$ cat src/design/pipe_ctrl_pkg.sv
package pipe_ctrl_pkg;

    // Register file index, x0 to x31
    localparam int REG_IDX_W = 5;

    // Only the low PC bits reach the controller
    localparam int PC_W = 12;   // Enough to spot a jump onto itself

    // Major opcode field of a 32-bit instruction
    localparam int OPC_W = 7;

    // Per-stage write-back data select
    localparam int WBSEL_W = 3;

    // Write-back data select codes
    // Each stage carries one of these alongside its rd
    localparam logic [WBSEL_W-1:0] WB_SEL_ALU  = 3'd0;  // ALU or multiplier result
    localparam logic [WBSEL_W-1:0] WB_SEL_LOAD = 3'd1;  // Data memory, instruction is a load
    localparam logic [WBSEL_W-1:0] WB_SEL_PC4  = 3'd2;  // Link address of JAL/JALR

    // JALR reads rs1 in ID to form its target
    localparam logic [OPC_W-1:0] OPC_JALR = 7'b1100111;

    // x0 is hardwired to zero
    // A write to it never creates a dependency
    localparam logic [REG_IDX_W-1:0] REG_ZERO = '0;

endpackage
$ cat src/design/sf_controller.sv
module sf_controller import pipe_ctrl_pkg::*; (
    input  logic                 clk,
    input  logic                 nrst,

    // PCs for self-jump detection
    input  logic [PC_W-1:0]      if_pc,
    input  logic [PC_W-1:0]      id_pc,

    // Status from decode, interrupt controller, BHT and mul/div
    input  logic                 is_jump,
    input  logic                 is_nop,          // NOP in ID
    input  logic                 isr_pc_flush,
    input  logic                 isr_pipe_flush,
    input  logic                 branch_flush,    // Mispredict
    input  logic                 jump_flush,
    input  logic                 mul_stall,
    input  logic                 div_running,

    // Forwarding inputs
    input  logic [REG_IDX_W-1:0] id_rsA,
    input  logic [REG_IDX_W-1:0] id_rsB,
    input  logic [REG_IDX_W-1:0] exe_rsA,
    input  logic [REG_IDX_W-1:0] exe_rsB,
    input  logic [REG_IDX_W-1:0] exe_rd,
    input  logic [REG_IDX_W-1:0] mem_rd,
    input  logic [REG_IDX_W-1:0] wb_rd,
    input  logic                 exe_wr_en,
    input  logic                 mem_wr_en,
    input  logic                 wb_wr_en,
    input  logic                 id_sel_opA,
    input  logic                 id_sel_opB,
    input  logic                 id_is_stype,
    input  logic                 id_sel_opBR,
    input  logic [WBSEL_W-1:0]   exe_sel_data,
    input  logic [WBSEL_W-1:0]   mem_sel_data,
    input  logic [WBSEL_W-1:0]   wb_sel_data,
    input  logic [OPC_W-1:0]     id_opcode,
    input  logic                 exe_comp_use_A,
    input  logic                 exe_comp_use_B,
    input  logic                 exe_is_comp,

    // Stalls
    output logic                 if_stall,    // PC and instruction memory
    output logic                 id_stall,    // IF/ID register
    output logic                 exe_stall,   // ID/EXE register

    // Flushes, act as synchronous clears of the stage registers
    output logic                 if_flush,
    output logic                 id_flush,
    output logic                 exe_flush,
    output logic                 mem_flush,

    // Clock enables
    output logic                 if_clk_en,
    output logic                 id_clk_en,
    output logic                 exe_clk_en,
    output logic                 mem_clk_en,
    output logic                 wb_clk_en,
    output logic                 rf_clk_en,   // Register file write

    // Forwarding selects
    output logic                 fw_exe_to_id_A,
    output logic                 fw_exe_to_id_B,
    output logic                 fw_mem_to_id_A,
    output logic                 fw_mem_to_id_B,
    output logic                 fw_wb_to_id_A,
    output logic                 fw_wb_to_id_B,
    output logic                 fw_wb_to_exe_A,
    output logic                 fw_wb_to_exe_B,

    output logic                 load_hazard  // Load followed by a user in EXE
);

    logic hzd_exe_to_id_A;
    logic hzd_mem_to_exe_A;
    logic hzd_mem_to_exe_B;
    logic wb_exe_hit_a;     // Before bubble masking
    logic wb_exe_hit_b;

    logic id_prev_flush;
    logic exe_prev_flush;
    logic mem_prev_flush;
    logic wb_prev_flush;

    logic jalr_hazard;
    logic loop_jump;
    logic hold_front;       // Common stall sources
    logic loop_freeze;

    forwarding_unit fwd_unit_inst (
        .id_rsA           (id_rsA),
        .id_rsB           (id_rsB),
        .exe_rsA          (exe_rsA),
        .exe_rsB          (exe_rsB),
        .exe_rd           (exe_rd),
        .mem_rd           (mem_rd),
        .wb_rd            (wb_rd),
        .exe_wr_en        (exe_wr_en),
        .mem_wr_en        (mem_wr_en),
        .wb_wr_en         (wb_wr_en),
        .id_sel_opA       (id_sel_opA),
        .id_sel_opB       (id_sel_opB),
        .id_is_stype      (id_is_stype),
        .id_sel_opBR      (id_sel_opBR),
        .exe_sel_data     (exe_sel_data),
        .mem_sel_data     (mem_sel_data),
        .wb_sel_data      (wb_sel_data),
        .id_opcode        (id_opcode),
        .exe_comp_use_A   (exe_comp_use_A),
        .exe_comp_use_B   (exe_comp_use_B),
        .exe_is_comp      (exe_is_comp),
        .fw_exe_to_id_A   (fw_exe_to_id_A),
        .fw_exe_to_id_B   (fw_exe_to_id_B),
        .fw_mem_to_id_A   (fw_mem_to_id_A),
        .fw_mem_to_id_B   (fw_mem_to_id_B),
        .fw_wb_to_id_A    (fw_wb_to_id_A),
        .fw_wb_to_id_B    (fw_wb_to_id_B),
        .fw_wb_to_exe_A   (wb_exe_hit_a),
        .fw_wb_to_exe_B   (wb_exe_hit_b),
        .hzd_exe_to_id_A  (hzd_exe_to_id_A),
        .hzd_mem_to_exe_A (hzd_mem_to_exe_A),
        .hzd_mem_to_exe_B (hzd_mem_to_exe_B)
    );

    flush_tracker flush_tracker_inst (
        .clk            (clk),
        .nrst           (nrst),
        .id_flush       (id_flush),
        .exe_flush      (exe_flush),
        .mem_flush      (mem_flush),
        .loop_jump      (loop_jump),
        .isr_pipe_flush (isr_pipe_flush),
        .id_prev_flush  (id_prev_flush),
        .exe_prev_flush (exe_prev_flush),
        .mem_prev_flush (mem_prev_flush),
        .wb_prev_flush  (wb_prev_flush)
    );

    // A bubble in MEM carries no real load
    assign load_hazard = (hzd_mem_to_exe_A || hzd_mem_to_exe_B) && !mem_prev_flush;
    assign jalr_hazard = hzd_exe_to_id_A;   // One-cycle hold of IF and ID

    // Jump onto itself, keep fetching nothing new
    assign loop_jump = (if_pc == id_pc) && is_jump && !id_sel_opBR && !id_stall;

    assign hold_front = load_hazard || div_running || mul_stall;

    assign if_stall  = hold_front || jalr_hazard;
    assign id_stall  = hold_front || jalr_hazard;
    assign exe_stall = hold_front;   // JALR bubble goes into EXE instead

    assign if_flush  = isr_pc_flush;
    assign id_flush  = isr_pipe_flush || jump_flush || branch_flush;
    assign exe_flush = jalr_hazard || branch_flush || is_nop;
    assign mem_flush = hold_front;   // Bubble behind the held EXE

    // Interrupt entry overrides the self-jump freeze
    assign loop_freeze = loop_jump && !isr_pipe_flush;

    assign if_clk_en  = !(if_stall || loop_freeze);
    assign id_clk_en  = !(id_stall || loop_freeze);
    assign exe_clk_en = !(exe_stall || id_prev_flush);
    assign mem_clk_en = !(mem_flush || exe_prev_flush);
    assign wb_clk_en  = !mem_prev_flush;
    assign rf_clk_en  = wb_wr_en && !wb_prev_flush;   // No write from a bubble

    // Flushed WB holds stale load data
    assign fw_wb_to_exe_A = wb_exe_hit_a && !wb_prev_flush;
    assign fw_wb_to_exe_B = wb_exe_hit_b && !wb_prev_flush;

endmodule

$ cat src/design/flush_tracker.sv
module flush_tracker (
    input  logic clk,
    input  logic nrst,

    // Flush requests of this cycle
    input  logic id_flush,
    input  logic exe_flush,
    input  logic mem_flush,
    input  logic loop_jump,       // Self-jump bubble entering ID
    input  logic isr_pipe_flush,  // Interrupt entry wipes the pipe anyway

    // Stage holds a flushed bubble
    output logic id_prev_flush,
    output logic exe_prev_flush,
    output logic mem_prev_flush,
    output logic wb_prev_flush
);

    logic id_entry;   // Bubble entering the chain at ID

    assign id_entry = (id_flush || loop_jump) && !isr_pipe_flush;

    // Shadow chain moves one stage per clock, stalls or not
    always_ff @(posedge clk) begin
        if (!nrst) begin
            id_prev_flush  <= 1'b0;
            exe_prev_flush <= 1'b0;
            mem_prev_flush <= 1'b0;
            wb_prev_flush  <= 1'b0;
        end else begin
            id_prev_flush  <= id_entry;
            // Older bubble has priority over a fresh request
            exe_prev_flush <= id_prev_flush  ? 1'b1 : exe_flush;
            mem_prev_flush <= exe_prev_flush ? 1'b1 : mem_flush;
            wb_prev_flush  <= mem_prev_flush;   // WB never flushes itself
        end
    end

endmodule

$ cat src/design/forwarding_unit.sv
module forwarding_unit import pipe_ctrl_pkg::*; (
    // Source registers
    input  logic [REG_IDX_W-1:0] id_rsA,
    input  logic [REG_IDX_W-1:0] id_rsB,
    input  logic [REG_IDX_W-1:0] exe_rsA,
    input  logic [REG_IDX_W-1:0] exe_rsB,

    // Destination registers
    input  logic [REG_IDX_W-1:0] exe_rd,
    input  logic [REG_IDX_W-1:0] mem_rd,
    input  logic [REG_IDX_W-1:0] wb_rd,

    // Register write enables per stage
    input  logic                 exe_wr_en,
    input  logic                 mem_wr_en,
    input  logic                 wb_wr_en,

    // ID operand sources
    input  logic                 id_sel_opA,   // rs1 feeds operand A
    input  logic                 id_sel_opB,   // rs2 feeds operand B
    input  logic                 id_is_stype,  // Store data comes from rs2
    input  logic                 id_sel_opBR,  // Branch compare reads rs2

    // Write-back selects of the older stages
    input  logic [WBSEL_W-1:0]   exe_sel_data,
    input  logic [WBSEL_W-1:0]   mem_sel_data,
    input  logic [WBSEL_W-1:0]   wb_sel_data,

    input  logic [OPC_W-1:0]     id_opcode,

    // EXE operand usage
    input  logic                 exe_comp_use_A,
    input  logic                 exe_comp_use_B,
    input  logic                 exe_is_comp,

    // Forwarding into ID
    output logic                 fw_exe_to_id_A,
    output logic                 fw_exe_to_id_B,
    output logic                 fw_mem_to_id_A,
    output logic                 fw_mem_to_id_B,
    output logic                 fw_wb_to_id_A,
    output logic                 fw_wb_to_id_B,

    // Forwarding into EXE
    output logic                 fw_wb_to_exe_A,
    output logic                 fw_wb_to_exe_B,

    // RAW hazards that need a stall
    output logic                 hzd_exe_to_id_A,   // Load in EXE, JALR in ID
    output logic                 hzd_mem_to_exe_A,  // Load in MEM, user in EXE
    output logic                 hzd_mem_to_exe_B
);

    // Stage will write rs back to the register file
    function automatic logic stage_writes(
        input logic                 wr_en,
        input logic [REG_IDX_W-1:0] rd,
        input logic [REG_IDX_W-1:0] rs
    );
        return wr_en && (rd == rs) && (rs != REG_ZERO);
    endfunction

    // One-hot {exe, mem, wb} source, youngest result first
    function automatic logic [2:0] pick_source(
        input logic used,
        input logic exe_hit,
        input logic mem_hit,
        input logic wb_hit
    );
        logic [2:0] sel;
        sel = 3'b000;
        if (used) begin
            if (exe_hit)
                sel = 3'b100;
            else if (mem_hit)
                sel = 3'b010;
            else if (wb_hit)
                sel = 3'b001;
        end
        return sel;
    endfunction

    logic       exe_is_load;
    logic       mem_is_load;
    logic       wb_is_load;

    logic       id_use_a;
    logic       id_use_b;
    logic       exe_use_a;
    logic       exe_use_b;

    logic       exe_writes_a;   // EXE rd matches id_rsA
    logic       exe_writes_b;
    logic       exe_hit_a;      // EXE result already available
    logic       exe_hit_b;
    logic       mem_hit_a;
    logic       mem_hit_b;
    logic       wb_hit_a;
    logic       wb_hit_b;

    logic [2:0] id_src_a;
    logic [2:0] id_src_b;

    assign exe_is_load = (exe_sel_data == WB_SEL_LOAD);
    assign mem_is_load = (mem_sel_data == WB_SEL_LOAD);
    assign wb_is_load  = (wb_sel_data == WB_SEL_LOAD);

    // Which ID operands actually come from the register file
    assign id_use_a = id_sel_opA;
    assign id_use_b = id_sel_opB || id_is_stype || id_sel_opBR;

    // EXE operands only matter for compute instructions
    assign exe_use_a = exe_is_comp && exe_comp_use_A;
    assign exe_use_b = exe_is_comp && exe_comp_use_B;

    // Matches against ID sources
    assign exe_writes_a = stage_writes(exe_wr_en, exe_rd, id_rsA);
    assign exe_writes_b = stage_writes(exe_wr_en, exe_rd, id_rsB);
    assign exe_hit_a    = exe_writes_a && !exe_is_load;   // Load data not read yet
    assign exe_hit_b    = exe_writes_b && !exe_is_load;
    assign mem_hit_a    = stage_writes(mem_wr_en, mem_rd, id_rsA);
    assign mem_hit_b    = stage_writes(mem_wr_en, mem_rd, id_rsB);
    assign wb_hit_a     = stage_writes(wb_wr_en, wb_rd, id_rsA);
    assign wb_hit_b     = stage_writes(wb_wr_en, wb_rd, id_rsB);

    assign id_src_a = pick_source(id_use_a, exe_hit_a, mem_hit_a, wb_hit_a);
    assign id_src_b = pick_source(id_use_b, exe_hit_b, mem_hit_b, wb_hit_b);

    assign {fw_exe_to_id_A, fw_mem_to_id_A, fw_wb_to_id_A} = id_src_a;
    assign {fw_exe_to_id_B, fw_mem_to_id_B, fw_wb_to_id_B} = id_src_b;

    // JALR needs rs1 in ID, a load in EXE cannot supply it
    assign hzd_exe_to_id_A = exe_writes_a && exe_is_load && (id_opcode == OPC_JALR);

    // Load in MEM has no data until it reaches WB
    assign hzd_mem_to_exe_A = exe_use_a && mem_is_load &&
                              stage_writes(mem_wr_en, mem_rd, exe_rsA);
    assign hzd_mem_to_exe_B = exe_use_b && mem_is_load &&
                              stage_writes(mem_wr_en, mem_rd, exe_rsB);

    // Same load one stage later, now forwardable from WB
    assign fw_wb_to_exe_A = exe_use_a && wb_is_load &&
                            stage_writes(wb_wr_en, wb_rd, exe_rsA);
    assign fw_wb_to_exe_B = exe_use_b && wb_is_load &&
                            stage_writes(wb_wr_en, wb_rd, exe_rsB);

endmodule

$ cat config.mk
export PLATFORM = sky130hd
export DESIGN_NAME = sf_controller
export DESIGN_NICKNAME = d
export VERILOG_FILES = /design/src/design/pipe_ctrl_pkg.sv /design/src/design/sf_controller.sv /design/src/design/flush_tracker.sv /design/src/design/forwarding_unit.sv
export SDC_FILE = /design/constraint.sdc
export NUM_CORES = 1
export LEC_CHECK = 0
export BUFFER_PORTS_ARGS = -buffer_cell sky130_fd_sc_hd__buf_2
export CAP_MARGIN = 20
export CELL_PAD_IN_SITES_DETAIL_PLACEMENT = 1
export CELL_PAD_IN_SITES_GLOBAL_PLACEMENT = 1
export CORE_ASPECT_RATIO = 1.1
export CORE_UTILIZATION = 21
export CTS_BUF_LIST = sky130_fd_sc_hd__clkbuf_16
export CTS_CLUSTER_DIAMETER = 30
export DETAILED_ROUTE_END_ITERATION = 8
export GPL_ROUTABILITY_DRIVEN = 1
export PLACE_DENSITY = 0.76
export SLEW_MARGIN = 20
export SYNTH_ARGS = -nofsm -noshare
export SYNTH_HDL_FRONTEND = slang
export SYNTH_SLANG_ARGS = --single-unit
$ cat constraint.sdc
create_clock -name clk -period 1.6 [get_ports clk]
set_clock_uncertainty 0.05 [all_clocks]
set_input_delay 0 -clock clk [delete_from_list [all_inputs] [get_ports clk]]
set_output_delay 0 -clock clk [all_outputs]
set_load 0.1 [all_outputs]
==> impl_metrics.env <==
export IMPL_run_status="complete, but fails checks"
export IMPL_violated_checks="setup timing"
export IMPL_floorplan_rows=28
export IMPL_critical_path_most_common_cell="sky130_fd_sc_hd__or4_4"
export IMPL_ys_warnings_count=0
export IMPL_crit_path_from="id_rsB[3]"
export IMPL_worstPathCellList="buf_2 -> or4_4 -> nor2_4 -> nor4_2 -> or4_4 -> nor3b_4 -> buf_12"
export IMPL_portBuffers=114
export IMPL_cell_internal_pwr_mw=0.7592
export IMPL_post_route_util=0.5082
export IMPL_detail_route_first_pass_iterations=4
export IMPL_gp_congestion=0.7809
export IMPL_vdd_ir_drop_max_uv=315.3
export IMPL_grt_pass1_vias=1977
export IMPL_global_route_overflow_total=0
export IMPL_post_route_worst_setup_slack_ns=-0.1786
export IMPL_ff2ff_setup_slack_ns=-0.04
export IMPL_placement_cell_area_um2=2446
export IMPL_rsz0062_at_grt="yes"
export IMPL_setup_viol_count_final=11
export IMPL_setup_worst_path_start_class="input pin"
export IMPL_synth_seq_area_share=0.06852
export IMPL_placed_cells_incl_taps=375
export IMPL_async_flop_share=0
export IMPL_whs_endpoint="flush_tracker_inst.id_prev_flush"
export IMPL_grt_start_max_net_pins=6
export IMPL_yosys_area_share_adder=0
export IMPL_slew_headroom=0.3521
export IMPL_die_y_um=80.24
export IMPL_cts_htree_levels=1
export IMPL_initial_utilization=0.2180
export IMPL_hold_class="input pin to flip-flop"
export IMPL_crit_path_max_cell_delay_ns=0.55
export IMPL_synth_top_flop_cell="sky130_fd_sc_hd__dfxtp_1"
export IMPL_detail_route_antenna_nets=0
export IMPL_syn_to_final_growth_pct=133.1
export IMPL_grt_first_pass_wirelength_um=9039
export IMPL_slew_viol_final=0
export IMPL_max_cap_viols=0
export IMPL_clock_root_buffer="sky130_fd_sc_hd__clkbuf_16"
export IMPL_hold_path_startpoint="isr_pipe_flush"
export IMPL_routedWlPerCell_um=15.30
export IMPL_power_switching_fraction=0.3834
export IMPL_finalPower_mw=1.231
export IMPL_drive_gt1_frac=0.6097
export IMPL_dominant_combinational_cell_family_by_area_after_synthesis="XOR/XNOR gates"
export IMPL_antenna_diode_count=0
export IMPL_vias_per_cell=4.652
export IMPL_final_cell_count_no_fill=385
export IMPL_final_period_utilization=1.112
export IMPL_cts_tree="built"
export IMPL_synth_xor_area_frac=0.4572
export IMPL_layout_cells_most_common="sky130_fd_sc_hd__buf_2"
export IMPL_edff_count_synth=0
export IMPL_count_of_vias_placed_by_the_detailed_router=1791
export IMPL_simple_gate_share_of_the_synthesized_area=0.3833
export IMPL_p_comb_frac=0.592
export IMPL_final_min_clock_period_ns=1.779
export IMPL_cts_made_buffers=3
export IMPL_timing_rr_end="flush_tracker_inst.id_prev_flush"
export IMPL_synth_compound_gate_area_share=0.04925
export IMPL_worst_path_buf_inv=2
export IMPL_num_io_pins=117
export IMPL_netSwitchingPower_mw=0.4721
export IMPL_power_sequential_fraction=0.092
export IMPL_timing_hold_ws_ns=0.05834
export IMPL_crit_fanout=2
export IMPL_syn_nets=248
export IMPL_hpwlAfterDp_um=4861
export IMPL_core_area_um2=5360
export IMPL_final_net_count=407
export IMPL_post_synth_design_cell_area_um2=1169
export IMPL_number_of_flip_flops_and_latches_in_the_synthesized_netlist=4
export IMPL_hold_depth=3
export IMPL_setup_tns_final_ns=-1.106
export IMPL_critical_path_endpoint_type="primary output"
export IMPL_detailedRoute_firstIterationViolations=24
export IMPL_timing_critical_path_arrival_ns=1.73
export IMPL_track_usage=0.2030
export IMPL_fp_dieW_um=73.13
export IMPL_critPathSlowestCell="sky130_fd_sc_hd__or4_4"
export IMPL_syn_inst=153
export IMPL_max_slew_worst_pin_slew_ns=0.9687
export IMPL_crit_family="simple AND/OR/NAND/NOR gates"
export IMPL_final_hold_viol_count=0
export IMPL_clock_sink_count=4
export IMPL_most_frequent_cells_in_the_layout="91 x sky130_fd_sc_hd__buf_2, 38 x sky130_fd_sc_hd__buf_4, 37 x sky130_fd_sc_hd__xor2_1, 24 x sky130_fd_sc_hd__xnor2_1, 16 x sky130_fd_sc_hd__buf_12"
export IMPL_max_clock_path_buffers=2
export IMPL_clock_power_share=0.316
export IMPL_fp_dieArea_um2=5868
export IMPL_power_per_cell_area_nw_per_um2=452.0
export IMPL_worst_r2r_cell_count=6
export IMPL_grt_antenna_before_repair=0
export IMPL_detail_route_wirelength_um=5890
export IMPL_worst_slack_at_placement_ns=-0.2317
export IMPL_path_class="input pin to primary output"
export IMPL_reg2reg_from="flush_tracker_inst.mem_prev_flush"
export IMPL_clk_pin_slew_worst_paths_ns=0.03
export IMPL_muxShareOfSynthArea=0
export IMPL_design_area_um2=2724
export IMPL_avgSynthCellArea_um2=7.638
export IMPL_maxClockFrequency_mhz=562.2
export IMPL_required_ns=1.55
export IMPL_drc_errors=0
export IMPL_power_leakage_nw=1.236
export IMPL_synth_cell_types=35
export IMPL_clkLatencyLatePin_ns=0.22
==> flip-flops by register name, summed over array words and instances, names as in the netlist <==
register	count
flush_tracker_inst.wb_prev_flush	1
flush_tracker_inst.mem_prev_flush	1
flush_tracker_inst.exe_prev_flush	1
flush_tracker_inst.id_prev_flush	1
==> worst reg2reg max path: stages, from the launching register on <==
cell	delay, ns
sky130_fd_sc_hd__dfxtp_2	0.32
sky130_fd_sc_hd__nor3b_2	0.18
sky130_fd_sc_hd__nand3_1	0.09
sky130_fd_sc_hd__or3_4	0.40
sky130_fd_sc_hd__buf_6	0.14
sky130_fd_sc_hd__nor4bb_1	0.12
sky130_fd_sc_hd__o31a_1	0.24
==> worst max-delay path by stage <==
stage	to	slack, ns	cells past startpoint
floorplan	if_clk_en	-1.06	6
detailed placement	id_stall	-0.23	7
global route	fw_wb_to_id_B	-0.24	7
CTS	fw_wb_to_id_B	-0.21	7
finish	fw_wb_to_id_B	-0.18	7
global placement	if_stall	-0.19	7
==> synth_stat cells, types with 3 or more instances <==
master	instances	area, um^2
sky130_fd_sc_hd__nor2_1	7	26.28
sky130_fd_sc_hd__nor4_1	11	68.82
sky130_fd_sc_hd__nor2b_1	4	25.02
sky130_fd_sc_hd__nand2_1	6	22.52
sky130_fd_sc_hd__xnor2_1	24	210.2
sky130_fd_sc_hd__inv_1	3	11.26
sky130_fd_sc_hd__buf_4	4	30.03
sky130_fd_sc_hd__or3_1	3	18.77
sky130_fd_sc_hd__nor3b_1	4	30.03
sky130_fd_sc_hd__nor3_1	7	35.03
sky130_fd_sc_hd__dfxtp_1	4	80.08
sky130_fd_sc_hd__xor2_1	37	324.1
sky130_fd_sc_hd__nand4_1	9	56.30
sky130_fd_sc_hd__nand3_1	4	20.02
==> layer usage <==
layer	vias to the layer above	wire length, um	global-route usage
li1	860	-	-
met1	825	1898	0.1924
met2	92	3381	0.4269
met3	14	476	0.03262
met4	0	133	0.06275
met5	-	0	0
==> area by class of cell <==
cell class | count | area [um^2]
Inverter | 3 | 11.26
Fill cell | 665 | 2636
Timing Repair Buffer | 160 | 1225
Sequential cell | 4 | 81.33
Multi-Input combinational cell | 140 | 1237
Tap cell | 75 | 93.84
Clock buffer | 3 | 75.07
==> logic make-up after synthesis <==
family | after synthesis
and+or+nand+nor | 71
xor gates and xnor gates | 61
buffers and inverters | 9
AOI/OAI and AO/OA | 8
DFF | 4
==> what timing repair did <==
| item | CTS | global route |
|---|---|---|
| hold endpoints to repair | 4 | 0 |
| gates resized for setup | 19 | 17 |
| pin swaps | 6 | 7 |
| cloned | 0 | 0 |
| buffers inserted | 2 | 1 |
| endpoints found under the setup margin | 12 | 16 |
| hold buffers | 4 | 0 |
==> power by group through the flow <==
stage | clock network [mW] | registers, mW | logic, mW
after floorplan | 0 | 0.112 | 0.358
after global placement | 0 | 0.113 | 0.652
after detailed placement | 0 | 0.113 | 0.670
after CTS | 0.397 | 0.113 | 0.710
after global routing | 0.399 | 0.114 | 0.777
final | 0.390 | 0.113 | 0.729
(Power assumes the default switching activity.)
